### src/design/kbdPkg.sv
// shared types, PS/2 frame widths, scan-code constants, decoder state and host register enums
package kbdPkg;

    // byte types on the scan-code and character paths
    typedef logic [7:0] scanCodeT;
    typedef logic [7:0] asciiT;

    // one PS/2 frame is start, 8 data bits, parity and stop
    localparam int frameBits = 11;
    localparam int cntBits   = 4;  // wide enough to count to frameBits

    // prefix bytes sent by the keyboard
    localparam scanCodeT breakCode = 8'hF0;  // key release
    localparam scanCodeT extCode   = 8'hE0;  // extended key

    // the two shift keys of the US layout
    localparam scanCodeT leftShiftCode  = 8'h12;
    localparam scanCodeT rightShiftCode = 8'h59;

    // prefix tracking in the scan-code decoder
    typedef enum logic [1:0]
    {
        decNormal   = 2'd0,
        decBreak    = 2'd1,  // F0 seen
        decExt      = 2'd2,  // E0 seen
        decExtBreak = 2'd3   // E0 F0 seen
    } decStateT;

    // host register map, selected by the one-bit address
    typedef enum logic
    {
        regData   = 1'b0,
        regStatus = 1'b1
    } hostRegT;

endpackage

### src/design/ps2Receiver.sv
// PS/2 line synchronizer, keyboard clock falling-edge detector and 11-bit frame collector
`timescale 1ns/10ps

module ps2Receiver
(
    input  logic             clk,
    input  logic             rst,
    input  logic             keyClk,      // clock from the keyboard
    input  logic             keyDin,      // data from the keyboard
    output kbdPkg::scanCodeT scanCode,    // bits 1 to 8 of the last frame
    output logic             frameValid   // one-cycle pulse per frame
);

    logic [1:0]                 clkSync;
    logic [1:0]                 dinSync;
    logic                       clkPrev;
    logic                       fallEdge;
    logic                       lastBit;
    logic [kbdPkg::cntBits-1:0] bitCnt;
    logic [kbdPkg::frameBits-1:0] shiftReg;
    logic [kbdPkg::frameBits-1:0] shiftNext;

    // both lines idle high, so the sync flops come out of reset at 1
    always_ff @(posedge clk or posedge rst)
    begin
        if (rst)
        begin
            clkSync <= 2'b11;
            dinSync <= 2'b11;
            clkPrev <= 1'b1;
        end
        else
        begin
            clkSync <= {clkSync[0], keyClk};
            dinSync <= {dinSync[0], keyDin};
            clkPrev <= clkSync[1];
        end
    end

    assign fallEdge  = clkPrev & ~clkSync[1];
    assign lastBit   = (bitCnt == kbdPkg::cntBits'(kbdPkg::frameBits - 1));
    assign shiftNext = {dinSync[1], shiftReg[kbdPkg::frameBits-1:1]};  // lsb first

    always_ff @(posedge clk or posedge rst)
    begin
        if (rst)
        begin
            bitCnt     <= '0;
            frameValid <= 1'b0;
        end
        else
        begin
            frameValid <= 1'b0;
            if (fallEdge)
            begin
                if (lastBit)
                begin
                    bitCnt     <= '0;
                    frameValid <= 1'b1;  // parity and stop are not checked
                end
                else
                    bitCnt <= bitCnt + 1'b1;
            end
        end
    end

    // frame payload
    always_ff @(posedge clk)
    begin
        if (fallEdge)
        begin
            shiftReg <= shiftNext;
            if (lastBit)
                scanCode <= shiftNext[8:1];
        end
    end

endmodule

### src/design/scanDecoder.sv
// scan-code prefix FSM, shift key tracking and character-ready pulse
`timescale 1ns/10ps

module scanDecoder
(
    input  logic             clk,
    input  logic             rst,
    input  kbdPkg::scanCodeT scanCode,
    input  logic             frameValid,
    output kbdPkg::scanCodeT mapCode,       // to the key map
    output logic             mapShift,
    input  kbdPkg::asciiT    mapAscii,      // from the key map
    input  logic             mapSupported,
    output logic             charValid,     // one-cycle pulse per character
    output kbdPkg::asciiT    charCode
);

    kbdPkg::decStateT state;
    kbdPkg::decStateT stateNext;
    logic             shift;
    logic             shiftNext;
    logic             isShift;
    logic             charFire;

    // the map looks at the byte of the current frame
    assign mapCode  = scanCode;
    assign mapShift = shift;

    assign isShift = (scanCode == kbdPkg::leftShiftCode) ||
                     (scanCode == kbdPkg::rightShiftCode);

    always_comb
    begin
        stateNext = state;
        shiftNext = shift;
        charFire  = 1'b0;
        if (frameValid)
        begin
            case (state)
                kbdPkg::decNormal:
                begin
                    if (scanCode == kbdPkg::breakCode)
                        stateNext = kbdPkg::decBreak;
                    else if (scanCode == kbdPkg::extCode)
                        stateNext = kbdPkg::decExt;
                    else if (isShift)
                        shiftNext = 1'b1;
                    else
                        charFire = mapSupported;  // unknown keys are dropped
                end
                kbdPkg::decBreak:
                begin
                    // released key, only shift matters
                    if (isShift)
                        shiftNext = 1'b0;
                    stateNext = kbdPkg::decNormal;
                end
                kbdPkg::decExt:
                begin
                    if (scanCode == kbdPkg::breakCode)
                        stateNext = kbdPkg::decExtBreak;
                    else
                        stateNext = kbdPkg::decNormal;  // extended make is ignored
                end
                kbdPkg::decExtBreak:
                    stateNext = kbdPkg::decNormal;
                default:
                    stateNext = kbdPkg::decNormal;
            endcase
        end
    end

    always_ff @(posedge clk or posedge rst)
    begin
        if (rst)
        begin
            state     <= kbdPkg::decNormal;
            shift     <= 1'b0;
            charValid <= 1'b0;
        end
        else
        begin
            state     <= stateNext;
            shift     <= shiftNext;
            charValid <= charFire;
        end
    end

    // character payload
    always_ff @(posedge clk)
    begin
        if (charFire)
            charCode <= mapAscii;
    end

endmodule

### src/design/keyMap.sv
// US layout scan code to ASCII table with shifted symbols and supported flag
`timescale 1ns/10ps

module keyMap
(
    input  kbdPkg::scanCodeT code,
    input  logic             shift,
    output kbdPkg::asciiT    ascii,
    output logic             supported
);

    always_comb
    begin
        supported = 1'b1;
        case (code)
            // letters are upper case in both shift states
            8'h1C: ascii = "A";
            8'h32: ascii = "B";
            8'h21: ascii = "C";
            8'h23: ascii = "D";
            8'h24: ascii = "E";
            8'h2B: ascii = "F";
            8'h34: ascii = "G";
            8'h33: ascii = "H";
            8'h43: ascii = "I";
            8'h3B: ascii = "J";
            8'h42: ascii = "K";
            8'h4B: ascii = "L";
            8'h3A: ascii = "M";
            8'h31: ascii = "N";
            8'h44: ascii = "O";
            8'h4D: ascii = "P";
            8'h15: ascii = "Q";
            8'h2D: ascii = "R";
            8'h1B: ascii = "S";
            8'h2C: ascii = "T";
            8'h3C: ascii = "U";
            8'h2A: ascii = "V";
            8'h1D: ascii = "W";
            8'h22: ascii = "X";
            8'h35: ascii = "Y";
            8'h1A: ascii = "Z";

            // digit row
            8'h45: ascii = shift ? ")" : "0";
            8'h16: ascii = shift ? "!" : "1";
            8'h1E: ascii = shift ? "@" : "2";
            8'h26: ascii = shift ? "#" : "3";
            8'h25: ascii = shift ? "$" : "4";
            8'h2E: ascii = shift ? "%" : "5";
            8'h36: ascii = shift ? "^" : "6";
            8'h3D: ascii = shift ? "&" : "7";
            8'h3E: ascii = shift ? "*" : "8";
            8'h46: ascii = shift ? "(" : "9";

            8'h4E: ascii = shift ? "_" : "-";
            8'h55: ascii = shift ? "+" : "=";
            8'h5D: ascii = shift ? "|" : 8'h5C;  // backslash
            8'h66: ascii = 8'd8;                  // backspace
            8'h29: ascii = " ";
            8'h5A: ascii = 8'd13;                 // enter

            // punctuation
            8'h54: ascii = shift ? "{" : "[";
            8'h5B: ascii = shift ? "}" : "]";
            8'h4C: ascii = shift ? ":" : ";";
            8'h52: ascii = shift ? "\"" : "'";
            8'h41: ascii = shift ? "<" : ",";
            8'h49: ascii = shift ? ">" : ".";
            8'h4A: ascii = shift ? "?" : "/";

            default:
            begin
                // function keys, keypad and the rest
                ascii     = 8'h00;
                supported = 1'b0;
            end
        endcase
    end

endmodule

### src/design/hostPort.sv
// character buffer, ready flag and registered host read bus
`timescale 1ns/10ps

module hostPort
(
    input  logic            clk,
    input  logic            rst,
    input  logic            charValid,
    input  kbdPkg::asciiT   charCode,
    input  logic            cs,          // every cycle with cs high is a read
    input  kbdPkg::hostRegT address,
    output logic [7:0]      dout
);

    kbdPkg::asciiT charBuf;
    logic          ready;

    always_ff @(posedge clk or posedge rst)
    begin
        if (rst)
        begin
            ready <= 1'b0;
            dout  <= 8'h00;
        end
        else
        begin
            // a new character beats a data read in the same cycle
            if (charValid)
                ready <= 1'b1;
            else if (cs && (address == kbdPkg::regData))
                ready <= 1'b0;

            if (cs)
            begin
                if (address == kbdPkg::regData)
                    dout <= {1'b0, charBuf[6:0]};
                else
                    dout <= {ready, 7'b0};  // status
            end
        end
    end

    always_ff @(posedge clk)
    begin
        if (charValid)
            charBuf <= charCode;  // overwrites an unread character
    end

endmodule

### src/design/ps2Keyboard.sv
// PS/2 keyboard top level with receiver, decoder, key map and host port
`timescale 1ns/10ps

module ps2Keyboard
(
    input  logic            clk,
    input  logic            rst,
    input  logic            keyClk,
    input  logic            keyDin,
    input  logic            cs,
    input  kbdPkg::hostRegT address,
    output logic [7:0]      dout
);

    kbdPkg::scanCodeT scanCode;
    logic             frameValid;
    kbdPkg::scanCodeT mapCode;
    logic             mapShift;
    kbdPkg::asciiT    mapAscii;
    logic             mapSupported;
    logic             charValid;
    kbdPkg::asciiT    charCode;

    ps2Receiver receiver_i
    (
        .clk        (clk),
        .rst        (rst),
        .keyClk     (keyClk),
        .keyDin     (keyDin),
        .scanCode   (scanCode),
        .frameValid (frameValid)
    );

    scanDecoder decoder_i
    (
        .clk          (clk),
        .rst          (rst),
        .scanCode     (scanCode),
        .frameValid   (frameValid),
        .mapCode      (mapCode),
        .mapShift     (mapShift),
        .mapAscii     (mapAscii),
        .mapSupported (mapSupported),
        .charValid    (charValid),
        .charCode     (charCode)
    );

    // combinational lookup, answers in the same cycle
    keyMap keyMap_i
    (
        .code      (mapCode),
        .shift     (mapShift),
        .ascii     (mapAscii),
        .supported (mapSupported)
    );

    hostPort hostPort_i
    (
        .clk       (clk),
        .rst       (rst),
        .charValid (charValid),
        .charCode  (charCode),
        .cs        (cs),
        .address   (address),
        .dout      (dout)
    );

endmodule

### config.mk
export PLATFORM = sky130hd
export DESIGN_NAME = ps2Keyboard
export DESIGN_NICKNAME = d
export VERILOG_FILES = /design/src/design/kbdPkg.sv /design/src/design/ps2Receiver.sv /design/src/design/scanDecoder.sv /design/src/design/keyMap.sv /design/src/design/hostPort.sv /design/src/design/ps2Keyboard.sv
export SDC_FILE = /design/constraint.sdc
export NUM_CORES = 1
export LEC_CHECK = 0
export ABC_CLOCK_PERIOD_IN_PS = 3960
export BUFFER_PORTS_ARGS = -buffer_cell sky130_fd_sc_hd__buf_2
export CORE_UTILIZATION = 44
export DETAILED_ROUTE_END_ITERATION = 10
export HOLD_SLACK_MARGIN = 0.12
export PLACE_DENSITY = 0.65
export SYNTH_ARGS = -nofsm -noshare
export SYNTH_HDL_FRONTEND = slang
export SYNTH_SLANG_ARGS = --single-unit
### constraint.sdc
create_clock -name clk -period 3.96 [get_ports clk]
set_input_delay 0.792 -clock clk [delete_from_list [all_inputs] [get_ports clk]]
set_output_delay 0.792 -clock clk [all_outputs]
set_load 0.01 [all_outputs]
[Yosys cells after proc, flatten, opt, wreduce, memory -nomap -nowiden]
Index checks and enable logic that the tools add are counted.
Storage, ports and cells
  flip-flop bits (word level): 56
  bits in latches: 0
  memory bits (writable): 0
  ROM bits: 0
  word-level logic and storage cells: 132
  memories: 0
Cells by class
  add/subtract/negate cells: 1
  $mul: 0
  div/mod/pow operators: 0
  magnitude comparators: 0
  equality and inequality tests: 62
  shift-type cells: 0
  muxes and demuxes: 42
  bitwise operators: 3
  reductions and logical operators: 10
Operators with widths (count)
  7-bit case mux with 49 select lines: 1
  8-bit by 6-bit == test with 1-bit output, second input constant: 23
  8-bit by 7-bit == test with 1-bit output, second input constant: 20
  8-bit by 5-bit == test with 1-bit output, second input constant: 8
  5-bit two-way mux: 12
  49-bit OR reduction: 1
  7-bit two-way mux: 3
  6-bit two-way mux: 3
  8-bit == test, second input constant: 2
  1-bit two-way mux: 15
  8-bit two-way mux: 1
  2-bit two-way mux: 3
  2-bit case mux with 3 select lines: 1
  6-bit AND reduction: 1
  4-bit by 1-bit adder with 4-bit output, second input constant: 1
  2-bit == test, second input constant: 2
  4-bit == test, second input constant: 1
  4-bit two-way mux: 1
  2-bit by 1-bit inequality test with 1-bit output, second input constant: 2
  2-bit inequality test, second input constant: 2
  2-bit AND reduction: 2
  2-bit nonzero test: 2
  3-bit two-way mux: 1
  3-bit by 1-bit inequality test with 1-bit output, second input constant: 1
  8 further kinds: 9

[Depth between registers and ports, before layout]
  depth in word-level cells: 8
  gate-level depth with buffers: 8
  mapped depth without buffers: 6

[By module]
A second synthesis with hierarchy kept.
Second synthesis, totals
  cells, all modules: 339
  area, all modules: 3485.8 um^2
By module, submodules not included
  keyMap: times used 1, cells an instance 217, area each 1438.9 um^2, sequential area each 0.0 um^2
  ps2Receiver: times used 1, cells an instance 48, area each 914.6 um^2, sequential area each 767.0 um^2
  hostPort: times used 1, cells an instance 33, area each 569.3 um^2, sequential area each 435.4 um^2
  scanDecoder: times used 1, cells an instance 41, area each 563.0 um^2, sequential area each 340.3 um^2

[Worst setup path after synthesis]
OpenSTA, ideal clock, no wires.
  path kind: reg-to-reg
  start point: reg receiver_i.scanCode[7]
  end point: reg decoder_i.charCode[0], enable pin
  setup time: 0.377 ns
  data arrival time: 2.128 ns
  required time: 3.583 ns
  slack: 1.455 ns
  cell stages (with the launch flop): 7
  period minus slack after synthesis: 2.505 ns
  path through: edfxtp_1 > buf_4 > nor4b_2 > nand2_2 > a311oi_1 > a211oi_1 > a31oi_1
On the way
  word-level cells in the longest chain between the ends: 8
  elaborated cells on any way between the ends: 61
RTL lines
  from (decl): RTL line ps2Receiver.sv:10  | output kbdPkg::scanCodeT scanCode,
  from (signal assigned): RTL line ps2Receiver.sv:74  | scanCode <= shiftNext[8:1];
  8-bit by 5-bit == test with 1-bit output, or another cell as far along: RTL line keyMap.sv:15  | case (code)
  49-bit OR reduction (no source line)
  1-bit two-way mux: RTL line keyMap.sv:15
  1-bit two-way mux: RTL line scanDecoder.sv:46  | else if (isShift)
  1-bit two-way mux: RTL line scanDecoder.sv:44  | else if (scanCode == kbdPkg::extCode)
  1-bit two-way mux *: RTL line scanDecoder.sv:42  | if (scanCode == kbdPkg::breakCode)
  1-bit two-way mux *: RTL line scanDecoder.sv:39  | case (state)
  1-bit two-way mux *: RTL line scanDecoder.sv:37  | if (frameValid)
  net decoder_i.charFire: RTL line scanDecoder.sv:23  | logic charFire;
  to (signal assigned): RTL line scanDecoder.sv:93  | charCode <= mapAscii;
  to (decl): RTL line scanDecoder.sv:15  | output kbdPkg::asciiT charCode
Mark *: on every way through the listed nets, which the timed path passes. The rest lies on a longest branch.
A chain may end at the register's enable or synchronous reset.

[Worst setup path in the final report]
  start point: reg receiver_i.scanCode[4]
  end point: reg decoder_i.charCode[6], enable pin
Same word-level chain as after synthesis.

==> impl_metrics.json <==
{
  "syn_avg_cell_area_um2": 9.60,
  "switchingPower_uw": 291,
  "grt_start_max_net_pins": 36,
  "dr.pass1.iters": 7,
  "core-area_mm2": 0.00687,
  "report.final.hold_viol_count": 0,
  "die_x_um": 86.6,
  "post-cts-setup-buffers": 0,
  "drc": 0,
  "vias": 2623,
  "totalWireLength_mm": 7.51,
  "fmax_mhz": 326,
  "cts_tree": "done",
  "power.share.switching_pct": 26.3,
  "die_h_um": 86.6,
  "slew_viol_final": 0,
  "ys_ff_latch": 54,
  "cp-start-kind": "flop",
  "grt-ovfl-total": 0,
  "cap_violations": 0,
  "layout.nets": 334,
  "maxSlewHeadroom_pct": 40.3,
  "grt_pass1_wl_mm": 12.0,
  "outcome": "completed",
  "finalCritPeriodShare_pct": 77.4,
  "seq_power_share_pct": 61.2,
  "vias_per_cell": 6.17,
  "pin_count": 14,
  "path_class": "reg -> reg",
  "power.leakage_nw": 1.18,
  "period_needed_ns": 3.06,
  "cts_sinks": 54,
  "path_clk_slew_ns": 0.09,
  "final_layout_size_suffix_gt1_share_pct": 14.0,
  "p_clk_share_pct": 26.2,
  "yosysWarnings": 0,
  "synth-edff-count": 31,
  "gp_congestion": 1.01,
  "async_reset_ff_share_pct": 42.6,
  "combPwrFrac_pct": 12.6,
  "die_area_mm2": 0.00750,
  "wire_per_inst_um": 17.7,
  "first_iter_violations": 380,
  "ir_drop_mv": 0.265,
  "clk_latency_ns": 0.30,
  "layout_common_cells": "nand2_1 (34), o21ai_0 (31), edfxtp_1 (31)",
  "track_usage_pct": 20.9,
  "layout_commonest_cell": "nand2_1",
  "antenna_found_initial": 0,
  "hp-class": "reg -> reg",
  "numCtsBuffers": 5,
  "ys_types": 62,
  "p_per_area_mw_per_mm2": 332,
  "dp_hpwl_mm": 5.30,
  "synthCells": 328,
  "worstPathRequired_ns": 3.97,
  "cts-root-buf": "clkbuf_8",
  "p_int_uw": 815,
  "rsz0062_at_grt": "no",
  "cp.arrival_ns": 3.07,
  "antenna_left": 0,
  "cts_hold_buf": 0,
  "cts_buffer_depth": 2,
  "finalSetupTns_ns": 0,
  "ctsResizeCount": 0,
  "synth.yosys.seq_area_share_pct": 48.1,
  "synth.net_count": 334,
  "fp-row-count": 30,
  "antennaDiodeCount": 0,
  "areaGrowthSynthToFinish_pct": 5.80,
  "finalSetupViolCount": 0,
  "start_util_pct": 45.8,
  "tightest_slew_ns": 0.895,
  "grt_pass1_vias": 2397,
  "clock_skew_ns": 0.0115,
  "syn_area_mm2": 0.00315,
  "holdWs_ns": 0.361,
  "path_max_fanout": 29,
  "endpoint_kind": "flop",
  "synthFlopType": "edfxtp_1",
  "port_buffers": 13,
  "cts_max_level": 2
}
-- final timing paths --
kind                       slack, ns  cells past startpoint                             start                               end
setup / recovery                0.90                      6  receiver_i.scanCode[4]$_DFFE_PP_   decoder_i.charCode[6]$_DFFE_PP_
hold / removal                  0.36                      0   receiver_i.clkSync[0]$_DFF_PP1_   receiver_i.clkSync[1]$_DFF_PP1_
setup reg to reg                0.90                      6  receiver_i.scanCode[4]$_DFFE_PP_   decoder_i.charCode[6]$_DFFE_PP_
hold reg to reg                 0.36                      0   receiver_i.clkSync[0]$_DFF_PP1_   receiver_i.clkSync[1]$_DFF_PP1_
max in group asynchronous       2.77                      2                               rst    hostPort_i.dout[1]$_DFFE_PP0P_
min in group asynchronous       0.66                      2                               rst  receiver_i.bitCnt[3]$_DFFE_PP0P_
-- metrics by stage --
step / area (µm²) / cells / total power, mW / worst slack, ns / util (%)
final: 3330 / 425 / 1.11 / 0.897 / 48.5
after global routing: 3330 / 425 / 1.16 / 0.795 / 48.5
after CTS: 3330 / 425 / 1.12 / 0.967 / 48.5
after detailed placement: 3250 / 417 / 0.827 / 1.01 / 47.2
after global placement: 3250 / 417 / 0.822 / 1.13 / 47.2
after floorplan: 3150 / 328 / 0.784 / 1.46 / -
-- flip-flops by register name, summed over array words and instances, names as in the netlist, 4 cells and up --
name                 count
receiver_i.shiftReg      9
hostPort_i.dout          8
receiver_i.scanCode      8
decoder_i.charCode       7
hostPort_i.charBuf       7
receiver_i.bitCnt        4
-- cell usage after synthesis (3+ instances only) --
cell       n  area, µm²
nand4b_1   3       26.3
a211oi_1   5       37.5
nand2b_1  10       62.6
a22oi_1    3       22.5
buf_1      4       15.0
edfxtp_1  31        931
nor2_1    20       75.1
o211ai_1   4       30.0
nand2_1   34        128
o31ai_1    3       22.5
nand3_1   15       75.1
nand4_1    3       18.8
nor3_1     7       35.0
xnor2_1    4       35.0
dfrtp_1   18        450
nor2b_1    8       50.1
buf_2     12       60.1
o22ai_1   10       62.6
clkbuf_1   6       22.5
inv_1     16       60.1
a31oi_1    5       31.3
a21oi_1   14       70.1
o21ai_0   31        155
nor3b_1    6       45.0
dfstp_2    5        131
-- layout make-up --
type | count | area [µm²]
fill | 651 | 3540
sequential | 54 | 1510
multi-input combinational | 231 | 1440
tap | 96 | 120
timing repair buffer | 20 | 118
clock buffer | 6 | 72.6
inverter | 16 | 60.1
clock inverter | 2 | 12.5
-- logic make-up (layout without fill, tap and decap cells) --
family	count (synthesis)	count (layout)	synth area share [%]
AND/OR/NAND/NOR	125	125	22.1
buffers and inverters	43	44	6.36
adder cells (fa/ha/maj)	1	1	0.318
multiplexers	3	3	0.994
AO/OA/AOI/OAI	96	96	20.5
XOR/XNOR	6	6	1.67
flip-flops	54	54	48.1
-- per-layer routing --
metal / GRT usage, % / part of all wire (%) / up-vias
li1: - / - / 1218
met1: 28.0 / 44 / 1255
met2: 32.3 / 44 / 117
met3: 4.10 / 6.6 / 33
met4: 10.8 / 5.0 / 0
met5: 0 / 0 / -
-- power by group through the flow --
stage	clock [mW]	combinational [mW]	sequential (mW)
2_1_floorplan	0	0.114	0.670
3_3_place_gp	0	0.137	0.685
3_5_place_dp	0	0.139	0.687
4_1_cts	0.305	0.139	0.676
5_1_grt	0.321	0.155	0.683
6_report	0.289	0.140	0.677
-- worst max-delay path, stage by stage, from the launching register on --
cell and delay, ns:
edfxtp_1 0.95, nor4b_2 0.73, nand2_1 0.20, a311oi_1 0.32
a211oi_1 0.14, a31oi_1 0.24, buf_4 0.19
Note: power is estimated with default switching activity, not from simulation.
